### src/rtl/opc5_pkg.sv
package opc5_pkg;

   // ==================================================
   // Instruction word fields
   // ==================================================
   localparam int pred_c   = 15;  // Carry predicate enable
   localparam int pred_z   = 14;  // Zero predicate enable
   localparam int pinvert  = 13;  // Inverts the predicate outcome
   localparam int fsm_map0 = 12;  // Immediate word follows
   localparam int fsm_map1 = 11;  // Operand is read from memory

   // Processor sequencing states
   typedef enum logic [2:0] {
      fetch0,
      fetch1,
      ea_ed,
      rdmem,
      exec,
      wrmem
   } fsm_state_e;

   // Opcode field, bits 10..8 of the instruction word
   typedef enum logic [2:0] {
      op_ld  = 3'b000,
      op_add = 3'b001,
      op_and = 3'b010,
      op_or  = 3'b011,
      op_xor = 3'b100,
      op_ror = 3'b101,
      op_adc = 3'b110,
      op_sto = 3'b111
   } alu_op_e;

   // ==================================================
   // Bus structures
   // ==================================================
   typedef struct packed {
      logic [15:0] address;
      logic        write;
      logic [15:0] wdata;
   } cpu_bus_t;

   typedef struct packed {
      logic [11:0] paddr;
      logic        psel;
      logic        penable;
      logic        pwrite;
      logic [15:0] pwdata;
   } apb_req_t;

   typedef struct packed {
      logic [15:0] prdata;
      logic        pready;
      logic        pslverr;
   } apb_rsp_t;

   localparam logic [11:0] ctrl_addr = 12'h100;  // Run control register

endpackage
### src/rtl/opc5_system.sv
`timescale 1ns/1ps

module opc5_system #(
   parameter int MEM_WORDS = 256
) (
   input  logic               clk,
   input  logic               reset_b,
   input  opc5_pkg::apb_req_t apb_req,
   output opc5_pkg::apb_rsp_t apb_rsp
);
   import opc5_pkg::*;

   cpu_bus_t    cpu_bus;    // Processor side request
   cpu_bus_t    mem_req;    // Request after host/processor selection
   logic [15:0] mem_rdata;
   logic        cpu_run;

   opc5_apb_port #(
      .MEM_WORDS (MEM_WORDS)
   ) apb_port_i (
      .clk       (clk),
      .reset_b   (reset_b),
      .apb_req   (apb_req),
      .apb_rsp   (apb_rsp),
      .cpu_bus   (cpu_bus),
      .mem_req   (mem_req),
      .mem_rdata (mem_rdata),
      .cpu_run   (cpu_run)
   );

   opc5_memory #(
      .MEM_WORDS (MEM_WORDS)
   ) memory_i (
      .clk   (clk),
      .req   (mem_req),
      .rdata (mem_rdata)
   );

   opc5_cpu cpu_i (
      .clk     (clk),
      .reset_b (reset_b),
      .run     (cpu_run),
      .cpu_bus (cpu_bus),
      .rdata   (mem_rdata)
   );

endmodule

### src/rtl/opc5_apb_port.sv
`timescale 1ns/1ps

module opc5_apb_port #(
   parameter int MEM_WORDS = 256
) (
   input  logic               clk,
   input  logic               reset_b,
   input  opc5_pkg::apb_req_t apb_req,
   output opc5_pkg::apb_rsp_t apb_rsp,
   input  opc5_pkg::cpu_bus_t cpu_bus,
   output opc5_pkg::cpu_bus_t mem_req,
   input  logic [15:0]        mem_rdata,
   output logic               cpu_run
);
   import opc5_pkg::*;

   localparam logic [11:0] mem_limit = 12'(MEM_WORDS);

   logic run_q;
   logic access;
   logic hit_mem;
   logic hit_ctrl;
   logic err;

   assign access   = apb_req.psel && apb_req.penable;
   assign hit_mem  = (apb_req.paddr < mem_limit);
   assign hit_ctrl = (apb_req.paddr == ctrl_addr);
   // Memory belongs to the processor while it runs
   assign err      = (!hit_mem && !hit_ctrl) || (hit_mem && run_q);

   // ==================================================
   // Response and control register
   // ==================================================
   always_comb
   begin
      apb_rsp.pready  = access;  // Never any wait states
      apb_rsp.pslverr = access && err;
      apb_rsp.prdata  = 16'h0;
      if (access && !err)
      begin
         if (hit_ctrl)
            apb_rsp.prdata = {15'h0, run_q};
         else
            apb_rsp.prdata = mem_rdata;
      end
   end

   always_ff @(posedge clk or negedge reset_b)
   begin
      if (!reset_b)
         run_q <= 1'b0;
      else if (access && apb_req.pwrite && hit_ctrl)
         run_q <= apb_req.pwdata[0];
   end

   assign cpu_run = run_q;

   always_comb
   begin
      if (run_q)
         mem_req = cpu_bus;
      else
      begin
         mem_req.address = {4'h0, apb_req.paddr};
         mem_req.write   = access && apb_req.pwrite && hit_mem;
         mem_req.wdata   = apb_req.pwdata;
      end
   end

   a_penable_with_psel : assert property (@(posedge clk) disable iff (!reset_b)
      $rose(apb_req.penable) |-> apb_req.psel);

endmodule

### src/rtl/opc5_memory.sv
`timescale 1ns/1ps

module opc5_memory #(
   parameter int MEM_WORDS = 256
) (
   input  logic               clk,
   input  opc5_pkg::cpu_bus_t req,
   output logic [15:0]        rdata
);

   localparam int addr_bits = $clog2(MEM_WORDS);

   logic [15:0] mem [0:MEM_WORDS-1];

   // Upper address bits are ignored, so the space wraps
   assign rdata = mem[req.address[addr_bits-1:0]];

   always_ff @(posedge clk)
   begin
      if (req.write)
         mem[req.address[addr_bits-1:0]] <= req.wdata;
   end

endmodule

### src/rtl/opc5_cpu.sv
`timescale 1ns/1ps

module opc5_cpu (
   input  logic               clk,
   input  logic               reset_b,
   input  logic               run,
   output opc5_pkg::cpu_bus_t cpu_bus,
   input  logic [15:0]        rdata
);
   import opc5_pkg::*;

   fsm_state_e  state;
   logic [15:0] pc_q;
   logic [15:0] or_q;      // Holds the operand and then the effective address
   logic [15:0] ir_q;
   logic [15:0] result_q;  // Last written result that drives the zero flag
   logic        carry_q;
   logic [3:0]  rd_addr;
   logic [15:0] rd_data;
   logic [15:0] alu_result;
   logic        alu_carry;
   logic        dest_pc;

   assign dest_pc = (ir_q[3:0] == 4'hf);

   // ==================================================
   // Sub-blocks
   // ==================================================
   opc5_control control_i (
      .clk        (clk),
      .reset_b    (reset_b),
      .run        (run),
      .fetch_word (rdata),
      .ir         (ir_q),
      .carry_flag (carry_q),
      .zero_flag  (result_q == 16'h0),
      .src_zero   (ir_q[7:4] == 4'h0),
      .state      (state)
   );

   // Destination is read while executing or storing, source otherwise
   assign rd_addr = (state == exec || state == wrmem) ? ir_q[3:0] : ir_q[7:4];

   opc5_regfile regfile_i (
      .clk     (clk),
      .rd_addr (rd_addr),
      .pc      (pc_q),
      .rd_data (rd_data),
      .wr_en   (state == exec),
      .wr_addr (ir_q[3:0]),
      .wr_data (alu_result)
   );

   opc5_alu alu_i (
      .op        (alu_op_e'(ir_q[10:8])),
      .src       (rd_data),
      .operand   (or_q),
      .carry_in  (carry_q),
      .result    (alu_result),
      .carry_out (alu_carry)
   );

   // ==================================================
   // Memory request and datapath registers
   // ==================================================
   always_comb
   begin
      cpu_bus.address = (state == rdmem || state == wrmem) ? or_q : pc_q;
      cpu_bus.write   = (state == wrmem);
      cpu_bus.wdata   = rd_data;
   end

   always_ff @(posedge clk or negedge reset_b)
   begin
      if (!reset_b)
         pc_q <= 16'h0;
      else if (!run)
         pc_q <= 16'h0;
      else if (state == fetch0 || state == fetch1)
         pc_q <= pc_q + 16'h1;
      else if (state == exec)
         pc_q <= dest_pc ? alu_result : pc_q + 16'h1;  // Writing r15 is a jump
   end

   always_ff @(posedge clk or negedge reset_b)
   begin
      if (!reset_b)
      begin
         carry_q  <= 1'b0;
         result_q <= 16'h0;
      end
      else if (!run)
      begin
         carry_q  <= 1'b0;
         result_q <= 16'h0;
      end
      else if (state == exec)
      begin
         carry_q  <= alu_carry;
         result_q <= alu_result;
      end
   end

   always_ff @(posedge clk)
   begin
      // Exec overlaps the fetch of the next instruction
      if (state == fetch0 || state == exec)
         ir_q <= rdata;
      case (state)
         fetch0, exec:
            or_q <= 16'h0;  // One-word forms start from a zero offset
         fetch1, rdmem:
            or_q <= rdata;
         ea_ed:
            or_q <= rd_data + or_q;
         default:
            or_q <= or_q;
      endcase
   end

   a_write_in_wrmem : assert property (@(posedge clk) disable iff (!reset_b)
      cpu_bus.write |-> (alu_op_e'(ir_q[10:8]) == op_sto) && ($past(state) == ea_ed));

endmodule

### src/rtl/opc5_alu.sv
`timescale 1ns/1ps

module opc5_alu (
   input  opc5_pkg::alu_op_e op,
   input  logic [15:0]       src,
   input  logic [15:0]       operand,
   input  logic              carry_in,
   output logic [15:0]       result,
   output logic              carry_out
);
   import opc5_pkg::*;

   logic [16:0] sum;

   // One adder serves both add forms
   assign sum = {1'b0, src} + {1'b0, operand} + {16'h0, carry_in && (op == op_adc)};

   always_comb
   begin
      result    = operand;
      carry_out = carry_in;  // Logic ops leave carry alone
      case (op)
         op_ld:
            result = operand;
         op_add, op_adc:
         begin
            result    = sum[15:0];
            carry_out = sum[16];
         end
         op_and:
            result = src & operand;
         op_or:
            result = src | operand;
         op_xor:
            result = src ^ operand;
         op_ror:
         begin
            // Old carry enters at the top, bit 0 drops into carry
            result    = {carry_in, operand[15:1]};
            carry_out = operand[0];
         end
         default:
            result = operand;  // Store has no register result
      endcase
   end

endmodule

### src/rtl/opc5_regfile.sv
`timescale 1ns/1ps

module opc5_regfile (
   input  logic        clk,
   input  logic [3:0]  rd_addr,
   input  logic [15:0] pc,
   output logic [15:0] rd_data,
   input  logic        wr_en,
   input  logic [3:0]  wr_addr,
   input  logic [15:0] wr_data
);

   logic [15:0] regs [0:14];

   // Register 15 lives in the datapath as the program counter
   always_ff @(posedge clk)
   begin
      if (wr_en && (wr_addr != 4'hf))
         regs[wr_addr] <= wr_data;
   end

   always_comb
   begin
      if (rd_addr == 4'h0)
         rd_data = 16'h0;  // Register 0 is hard wired to zero
      else if (rd_addr == 4'hf)
         rd_data = pc;
      else
         rd_data = regs[rd_addr];
   end

endmodule

### src/rtl/opc5_control.sv
`timescale 1ns/1ps

module opc5_control (
   input  logic                 clk,
   input  logic                 reset_b,
   input  logic                 run,
   input  logic [15:0]          fetch_word,
   input  logic [15:0]          ir,
   input  logic                 carry_flag,
   input  logic                 zero_flag,
   input  logic                 src_zero,
   output opc5_pkg::fsm_state_e state
);
   import opc5_pkg::*;

   logic       pred_word;
   logic       pred_ir;
   logic       is_sto;
   fsm_state_e next_state;

   // The word on the bus is only in the instruction register after fetch0
   assign pred_word = fetch_word[pinvert] ^ ((!fetch_word[pred_c] || carry_flag) &&
                                             (!fetch_word[pred_z] || zero_flag));
   assign pred_ir   = ir[pinvert] ^ ((!ir[pred_c] || carry_flag) && (!ir[pred_z] || zero_flag));
   assign is_sto    = (alu_op_e'(ir[10:8]) == op_sto);

   always_comb
   begin
      next_state = fetch0;
      case (state)
         fetch0:
            if (fetch_word[fsm_map0])
               next_state = fetch1;  // Two-word forms test the predicate in fetch1
            else if (pred_word)
               next_state = ea_ed;
         fetch1:
            if (!pred_ir)
               next_state = fetch0;
            else if (!src_zero || ir[fsm_map1] || is_sto)
               next_state = ea_ed;
            else
               next_state = exec;  // Immediate is already the full operand
         ea_ed:
            if (!pred_ir)
               next_state = fetch0;
            else if (ir[fsm_map1])
               next_state = rdmem;
            else if (is_sto)
               next_state = wrmem;
            else
               next_state = exec;
         rdmem:
            next_state = exec;
         exec:
            // A jump has to refetch from the new program counter
            if (ir[3:0] == 4'hf)
               next_state = fetch0;
            else if (fetch_word[fsm_map0])
               next_state = fetch1;
            else
               next_state = ea_ed;
         default:
            next_state = fetch0;
      endcase
   end

   always_ff @(posedge clk or negedge reset_b)
   begin
      if (!reset_b)
         state <= fetch0;
      else if (!run)
         state <= fetch0;  // Stopped processor idles at the start state
      else
         state <= next_state;
   end

   a_state_defined : assert property (@(posedge clk) disable iff (!reset_b)
      state inside {fetch0, fetch1, ea_ed, rdmem, exec, wrmem});

   a_rdmem_to_exec : assert property (@(posedge clk) disable iff (!reset_b)
      (state == rdmem && run) |=> (state == exec));

endmodule

### config.mk
export PLATFORM = sky130hd
export DESIGN_NAME = opc5_system
export DESIGN_NICKNAME = d
export VERILOG_FILES = /design/src/rtl/opc5_pkg.sv /design/src/rtl/opc5_system.sv /design/src/rtl/opc5_apb_port.sv /design/src/rtl/opc5_memory.sv /design/src/rtl/opc5_cpu.sv /design/src/rtl/opc5_alu.sv /design/src/rtl/opc5_regfile.sv /design/src/rtl/opc5_control.sv
export SDC_FILE = /design/constraint.sdc
export NUM_CORES = 2
export LEC_CHECK = 0
export BUFFER_PORTS_ARGS = -buffer_cell sky130_fd_sc_hd__buf_2
export CORE_MARGIN = 1
export CORE_UTILIZATION = 45
export DETAILED_ROUTE_END_ITERATION = 7
export GPL_ROUTABILITY_DRIVEN = 1
export PLACE_DENSITY = 0.59
export RECOVER_POWER = 100
export SYNTH_ARGS = -nofsm -noshare
export SYNTH_HDL_FRONTEND = slang
export SYNTH_MEMORY_MAX_BITS = 65536
export SYNTH_SLANG_ARGS = --single-unit
### constraint.sdc
create_clock -name clk -period 6.9 [get_ports clk]
set_input_delay 0.345 -clock clk [delete_from_list [all_inputs] [get_ports clk]]
set_output_delay 0.345 -clock clk [all_outputs]
set_load 0.1 [all_outputs]
* After elaboration in Yosys (flattened, before gate mapping)
Memories as Yosys holds them, arrays and structs flattened. Cells that the tools add are included.
Operators by class: multipliers 0, div/mod/pow operators 0, bitwise logic cells 5, shifts and indexed selects 0, equal/unequal tests 19, multiplexer cells 33, $lt $le $gt $ge 1, reduce and logical (&&, ||, !) cells 40, add/sub/neg operators 4
Operators by type and width (number):
- 16-bit 2-to-1 mux | 10
- 16-bit one-hot mux with 5 select lines | 1
- 16-bit one-hot mux with 3 select lines | 1
- 25-bit 2-to-1 mux | 1
- 3-bit == test, second input constant | 6
- 16-bit by 16-bit adder with 17-bit output | 1
- 17-bit by 1-bit adder with 17-bit output | 1
- 16-bit by 1-bit adder with 16-bit output, second input constant | 1
- 16-bit adder | 1
- 16-bit bitwise AND | 1
- 16-bit zero test | 1
- 16-bit OR | 1
- 16-bit bitwise XOR | 1
- 3-bit 2-to-1 mux | 5
- 3-bit one-hot mux with 5 select lines | 1
- 12-bit by 9-bit == test with 1-bit output, second input constant | 1
- 3-bit by 2-bit == test with 1-bit output, second input constant | 4
- 1-bit logical AND | 12
- 12-bit by 9-bit less-than comparator with 1-bit output, second input constant | 1
- 1-bit logical OR | 11
- 4-bit == test, second input constant | 2
- 1-bit zero test | 8
- 4-bit zero test | 2
- 2-bit 2-to-1 mux | 4
- 13 further kinds | 24
Word-level totals: memory bits (writable) 4336, bits of input ports 33, register bits 69, bits in latches 0, word-level logic and storage cells 111, memories kept 2, ROM bits 0, output and inout port bits 18
Memory list:
- memory_i.mem | words 256, width 16, rd ports 1, clocked after Yosys merged registers in 0, write ports 1, RTL line opc5_memory.sv:13 | logic [15:0] mem [0:MEM_WORDS-1];
- cpu_i.regfile_i.regs | words 15, width 16, rd ports 1, clocked after Yosys merged registers in 0, write ports 1, RTL line opc5_regfile.sv:13 | logic [15:0] regs [0:14];

* Depth between registers and ports, before layout
An unclocked memory read counts as a cell.
word-level depth 16, depth in mapped cells 26, depth with buffers taken out 20

* Hierarchy
From an unflattened synthesis, not the netlist that was laid out.
Unflattened totals: cells, all modules 8105, area, all modules 171759.7 µm²
Modules (own cells, without submodules):
- opc5_memory | area an instance 155078.7 µm², instances 1, cells an instance 6711, seq. area each 122998.0 µm²
- opc5_regfile | area an instance 9515.4 µm², instances 1, cells an instance 516, seq. area each 7206.9 µm²
- opc5_cpu | area an instance 3880.0 µm², instances 1, cells an instance 406, seq. area each 1786.7 µm²
- opc5_alu | area an instance 2342.2 µm², instances 1, cells an instance 363, seq. area each 0.0 µm²
- opc5_apb_port | area an instance 650.6 µm², instances 1, cells an instance 72, seq. area each 25.0 µm²
- opc5_control | area an instance 292.8 µm², instances 1, cells an instance 37, seq. area each 75.1 µm²

* Least setup slack after synthesis
No wires, ideal clock.
path kind register to register, from register cpu_i.control_i.state[1], to memory cpu_i.regfile_i.regs[0][12] (data pin), setup time 338 ps, period minus slack after synthesis 5946 ps, buffers on the path 4, arrival time 5608 ps, path slack 954 ps, required time 6562 ps, cell stages (with the launch flop) 22, path through dfrtp_1 > buf_4 > nor2b_1 > buf_2 > mux2i_1 > buf_1 > buf_1 > mux4_2 > nand2_1 > o311ai_0 > a21oi_1 > fa_1 > inv_1 > fa_1 > o221ai_1 > a21oi_1 > o21ai_0 > a21oi_1 > o21ai_0 > a2111oi_0 > o211a_1 > nor3_1
Between the ends: word-level cells in the longest chain between the ends 9, elaborated cells on any way between the ends 15, classes of those cells 2 x add/sub; 3 x eq/ne; 4 x mux; 3 x bitwise; 2 x reduce/logical; 1 x memory
RTL lines:
- start, declared | RTL line opc5_control.sv:12 | output opc5_pkg::fsm_state_e state
- start signal, assigned | RTL line opc5_control.sv:70 | state <= fetch0;
- start signal, assigned | RTL line opc5_control.sv:72 | state <= fetch0;
- start signal, assigned | RTL line opc5_control.sv:74 | state <= next_state;
- 3-bit == test | RTL line opc5_cpu.sv:42 | assign rd_addr = (state == exec || state == wrmem) ? ir_q[3:0] : ir_q[7:4];
- 1-bit logical OR (*) | RTL line opc5_cpu.sv:42
- 4-bit 2-to-1 mux (*) | RTL line opc5_cpu.sv:42
- memory read 15 x 16 bit / 4-bit == test (equally long branches)
- 16-bit 2-to-1 mux | RTL line opc5_regfile.sv:26 | else if (rd_addr == 4'hf)
- 16-bit 2-to-1 mux (*) | RTL line opc5_regfile.sv:24 | if (rd_addr == 4'h0)
- 16-bit by 16-bit adder with 17-bit output | RTL line opc5_alu.sv:16 | assign sum = {1'b0, src} + {1'b0, operand} + {16'h0, carry_in && (op == op_adc)};
- 17-bit by 1-bit adder with 17-bit output | RTL line opc5_alu.sv:16
- 16-bit one-hot mux with 5 select lines (*) | RTL line opc5_alu.sv:22 | case (op)
- via cpu_i.alu_i.result[12] | RTL line opc5_alu.sv:8 | output logic [15:0] result,
- end, declared | RTL line opc5_regfile.sv:13
The timed path passes the listed nets; every way through them passes the cells marked *.

* Final worst setup path
from register cpu_i.control_i.state[1], to memory memory_i.mem[84][10], enable pin
Between the ends: word-level cells in the longest chain between the ends 4, elaborated cells on any way between the ends 7, classes of those cells 2 x eq/ne; 4 x mux; 1 x reduce/logical
RTL lines:
- 3-bit == test / 3-bit by 2-bit == test with 1-bit output (equally long branches) | RTL line opc5_cpu.sv:68, opc5_cpu.sv:69
- 25-bit 2-to-1 mux (*) | RTL line opc5_apb_port.sv:60 | if (run_q)
- 1-bit 2-to-1 mux / 8-bit 2-to-1 mux (equally long branches) | RTL line opc5_memory.sv:20, opc5_cpu.sv:68
- 1-bit 2-to-1 mux (not written as such) / 25-bit 2-to-1 mux (equally long branches) | RTL line opc5_memory.sv:21, opc5_apb_port.sv:60
- end, declared | RTL line opc5_memory.sv:13
Every way passes the cells marked *; elsewhere a longest branch is shown, timed or not.

==> Implementation_results.wiki <==
{| class="wikitable"
! Metric !! Value
|-
| Status || complete, but fails checks
|-
| Failing checks || capacitance limit, slew limit, setup timing
|-
| Final global-route overflow total || 0
|-
| Total routing usage reported by global routing || 29.3%
|-
| Cells taking the most area after synthesis || edfxtp_1 (74%), nand2_1 (6.5%), a311oi_1 (2.3%), a21oi_1 (2.0%), mux2i_1 (1.9%)
|-
| Highest clock rate || 0.142 GHz
|-
| Nets@finish || 13428
|-
| Worst setup slack for register-to-register paths || -0.15 ns
|-
| Count of pins over their slew limit || 2806
|-
| Worst Hold Class || input pin to flip-flop
|-
| Number of clock sinks seen by CTS || 4404
|-
| Sequential share of the synthesized area || 74.5%
|-
| Die span in y || 630 um
|-
| I/O pin count || 51
|-
| Synthesized area divided by synthesized cell count || 13.7 um2
|-
| Total nets after synthesis || 12975
|-
| Via count of the first global-routing pass || 110738
|-
| Depth of the worst register-to-register path || 11
|-
| Final Power || 57.8 mW
|-
| Register bit count reported by yosys || 4404
|-
| Crit path DAT || 7.70 ns
|-
| Cell leakage power || 67.1 nW
|-
| CTS Buffer Depth || 4
|-
| Routed wire length || 598000 um
|-
| Area leader, netlist || edfxtp_1
|-
| Cell at the root of the clock tree || clkbuf_16
|-
| Clock insertion delay at the later pin of the skew report || 1.03 ns
|-
| Critical Path Sink Type || flip-flop
|-
| Most used flip-flop cell after synthesis || edfxtp_1
|-
| Worst Hold Slack || 0.509 ns
|-
| Hold worst-path end || apb_port_i.cpu_run
|-
| Drc violations || 0
|-
| Distinct cell type count of the synthesized netlist || 89
|-
| Required time worst endpoint || 7.56 ns
|-
| Length of routed met2 wiring || 266000 um
|-
| HPWL after detailed placement || 349000 um
|-
| Final Hold Viols || 0
|-
| Drt first-iter violations || 16675
|-
| Max capacitance violation total || 106
|-
| End of the worst register-to-register path || memory_i.mem[84][10]
|-
| Number of H-tree branching levels || 5
|-
| Met3 wire len || 72400 um
|-
| M1 WL || 226000 um
|-
| Pin count of the biggest net entering global routing || 125
|-
| Total number of vias || 118702
|-
| Die Width || 630 um
|-
| Worst-margin pin slew || 3.37 ns
|-
| Syn Inst Count || 12906
|-
| Startpoint kind of the worst setup timing path || flip-flop
|-
| Minimum setup slack in the final design || -0.146 ns
|-
| Drt first pass iters || 7
|-
| Max rail drop VDD || 0.243 mV
|-
| Routed wire length per instance || 31.5 um
|-
| RSZ-0062 raised after global routing || false
|-
| Final estimated routing congestion in global placement || 0.926
|-
| Worst hold path cell count || 5
|-
| Clock period minus worst slack || 7.05 ns
|-
| FF-to-FF Start || cpu_i.control_i.state[1]
|-
| Yosys warns || 0
|-
| Vias per inst || 6.26
|-
| Post-Synthesis Cell Area || 177000 um2
|-
| Final core area utilization || 51.5%
|-
| Core Region || 392000 um2
|-
| Number of input and output port buffers inserted || 50
|-
| Non-filler cells in the finished layout || 18971
|-
| Initial core utilization || 45.2%
|-
| Std cell rows || 230
|-
| Relative max-transition margin || -125%
|-
| Power per cell area || 286 nW/um2
|-
| TritonCTS clock tree || built
|-
| Clock-pin slew reported for the worst setup and hold paths after clock tree synthesis || 0.06 ns
|-
| Layout fillers || 32576
|-
| Num CTS Buffers || 448
|-
| Share of Yosys cell area claimed by the top area cell type || 73.9%
|-
| Remaining number of nets flagged by the antenna check after routing || 0
|-
| Hold wc startpoint || apb_req[17]
|-
| Initial antenna violation count || 46
|-
| Die Area || 397000 um2
|-
| Final worst path period share || 102%
|-
| Final clock skew || 0.0887 ns
|-
| Largest fanout on the critical path || 28
|-
| Share of synthesized registers carrying an async set or reset || 0.840%
|-
| Setup-violating endpoint count in the final report || 41
|-
| Dpl ws || 0.337 ns
|-
| Highest layer used for signal routing || met5
|-
| Global-route wire length before repair || 834000 um
|-
| Critical path start-end classification || flip-flop to flip-flop
|-
| Cells after DPL || 18092
|-
| Count of flip-flops with a built-in enable after synthesis || 4367
|-
| Layout cells sized above 1 || 11.6%
|-
| Synthesis-to-finish area growth || 13.9%
|}
## critical path, cell delays in order (launching register included)
cell and delay (ns):
dfrtp_2 0.50, xor2_4 0.30, buf_8 0.26, mux2_4 0.44, nand2_8 0.40, buf_12 0.28
buf_4 0.37, nor3_1 0.19, nand2_1 0.32, clkbuf_1 2.29, nor2_1 0.68, clkbuf_2 0.56
## metrics by stage
step	TNS, ns	instance area [um2]
6_report	-2.84	202000
5_1_grt	0	202000
4_1_cts	0	204000
3_5_place_dp	0	189000
3_3_place_gp	0	189000
2_1_floorplan	0	177000
## cells in the mapped netlist, types with 36 or more instances
cell and count:
buf_1 154, a31oi_1 304, nor3_1 43, nor2_1 374, a21oi_1 697, buf_2 386, a211oi_1 385, o22ai_1 153
edfxtp_1 4367, inv_1 81, o21ai_0 341, mux2i_1 336, nand2_1 3075, o221ai_1 36, nand3_1 346, clkbuf_1 321
buf_4 67, a311oi_1 461, dfrtp_1 37, nor4_1 94, and3_1 468
## placed cells by master (no fill, tap or decap), types with 18 or more instances in the layout
cell       Yosys  layout
mux2i_1      336     333
nand2_1     3075    3060
o221ai_1      36      36
buf_12         0     118
nor4_2         3      21
dfrtp_1       37      33
bufinv_16      0      34
a31oi_2        0      18
nand4_1       18      18
buf_2        386      38
o21ai_0      341     336
clkbuf_16      0     455
a211oi_1     385     384
buf_4         67     419
clkbuf_1     321     376
clkinv_1       1     112
nor2_1       374     221
a31oi_1      304     283
nor3_1        43      37
a311oi_1     461     461
a21oi_1      697     696
clkinv_2       0      91
nand3_1      346     345
edfxtp_1    4367    4367
nor4_1        94      74
o41ai_1       29      27
nor2_2         0     154
and3_1       468     468
o22ai_1      153     149
inv_1         81      81
ha_1          33      33
xnor2_1       23      23
clkbuf_2       0      73
## how the worst max path moves through the flow
stage / from / to / slack [ns] / cells after the start
after floorplan: cpu_i.control_i.state[1] / cpu_i.regfile_i.regs[0][12] / 0.95 / 21
after global placement: cpu_i.control_i.state[2] / apb_rsp[2] / 0.19 / 16
after CTS: cpu_i.control_i.state[0] / apb_rsp[11] / 0.0009 / 16
after global routing: cpu_i.control_i.state[2] / memory_i.mem[122][1] / 0.0003 / 11
after detailed placement: cpu_i.control_i.state[2] / apb_rsp[2] / 0.34 / 17
final: cpu_i.control_i.state[1] / memory_i.mem[84][10] / -0.15 / 11
## area by class of cell
cell class / count / area (um2) / area share (%)
Tap cell: 5220 / 6530 / 3.23
Antenna cell: 14 / 35.0 / 0.0173
Inverter: 82 / 308 / 0.152
Sequential cell: 4404 / 132000 / 65.4
Multi-Input combinational cell: 7477 / 41600 / 20.6
Clock inverter: 267 / 2320 / 1.15
Clock buffer: 561 / 11800 / 5.85
Timing Repair Buffer: 946 / 7330 / 3.63
## kinds of logic after synthesis
family | Yosys count | synth area share [%]
adder cells (fa/ha/maj) | 36 | 0.267
buffers and inverters | 1030 | 2.68
multiplexers | 375 | 2.25
AND/OR/NAND/NOR | 4492 | 10.8
flip-flops | 4404 | 74.5
XOR/XNOR | 27 | 0.138
AO/OA/AOI/OAI | 2542 | 9.46
## report_power, final
part	leakage, nW	internal [mW]	switching [mW]
clock network	6.94	13.4	10.3
logic	20.3	1.19	3.19
registers	39.9	29.6	0.0311
total	67.1	44.2	13.6
## routing by layer
| layer | GRT usage, % | up-vias |
|---|---|---|
| met5 | 0 | - |
| met4 | 12.9 | 24 |
| met3 | 6.76 | 1289 |
| met2 | 44.9 | 7267 |
| met1 | 39.9 | 60210 |
| li1 | - | 49912 |
## sequential cells by signal, summed over array words and instances, names as in the netlist
register and count:
cpu_i.ir_q 15, memory_i.mem 4096, cpu_i.regfile_i.regs 240, apb_port_i.cpu_run 1
cpu_i.result_q 16, cpu_i.carry_q 1, cpu_i.pc_q 16, cpu_i.or_q 16
cpu_i.control_i.state 3
## repair_timing
item,4_1_cts,5_1_grt
pin swaps,5,5
gates resized for setup,49,18
gates cloned,3,2
hold endpoints to repair,38,0
setup buffers,18,11
setup endpoints to repair,15,16
hold buffers,3,0
No activity file was read; power rests on OpenSTA's default activity.
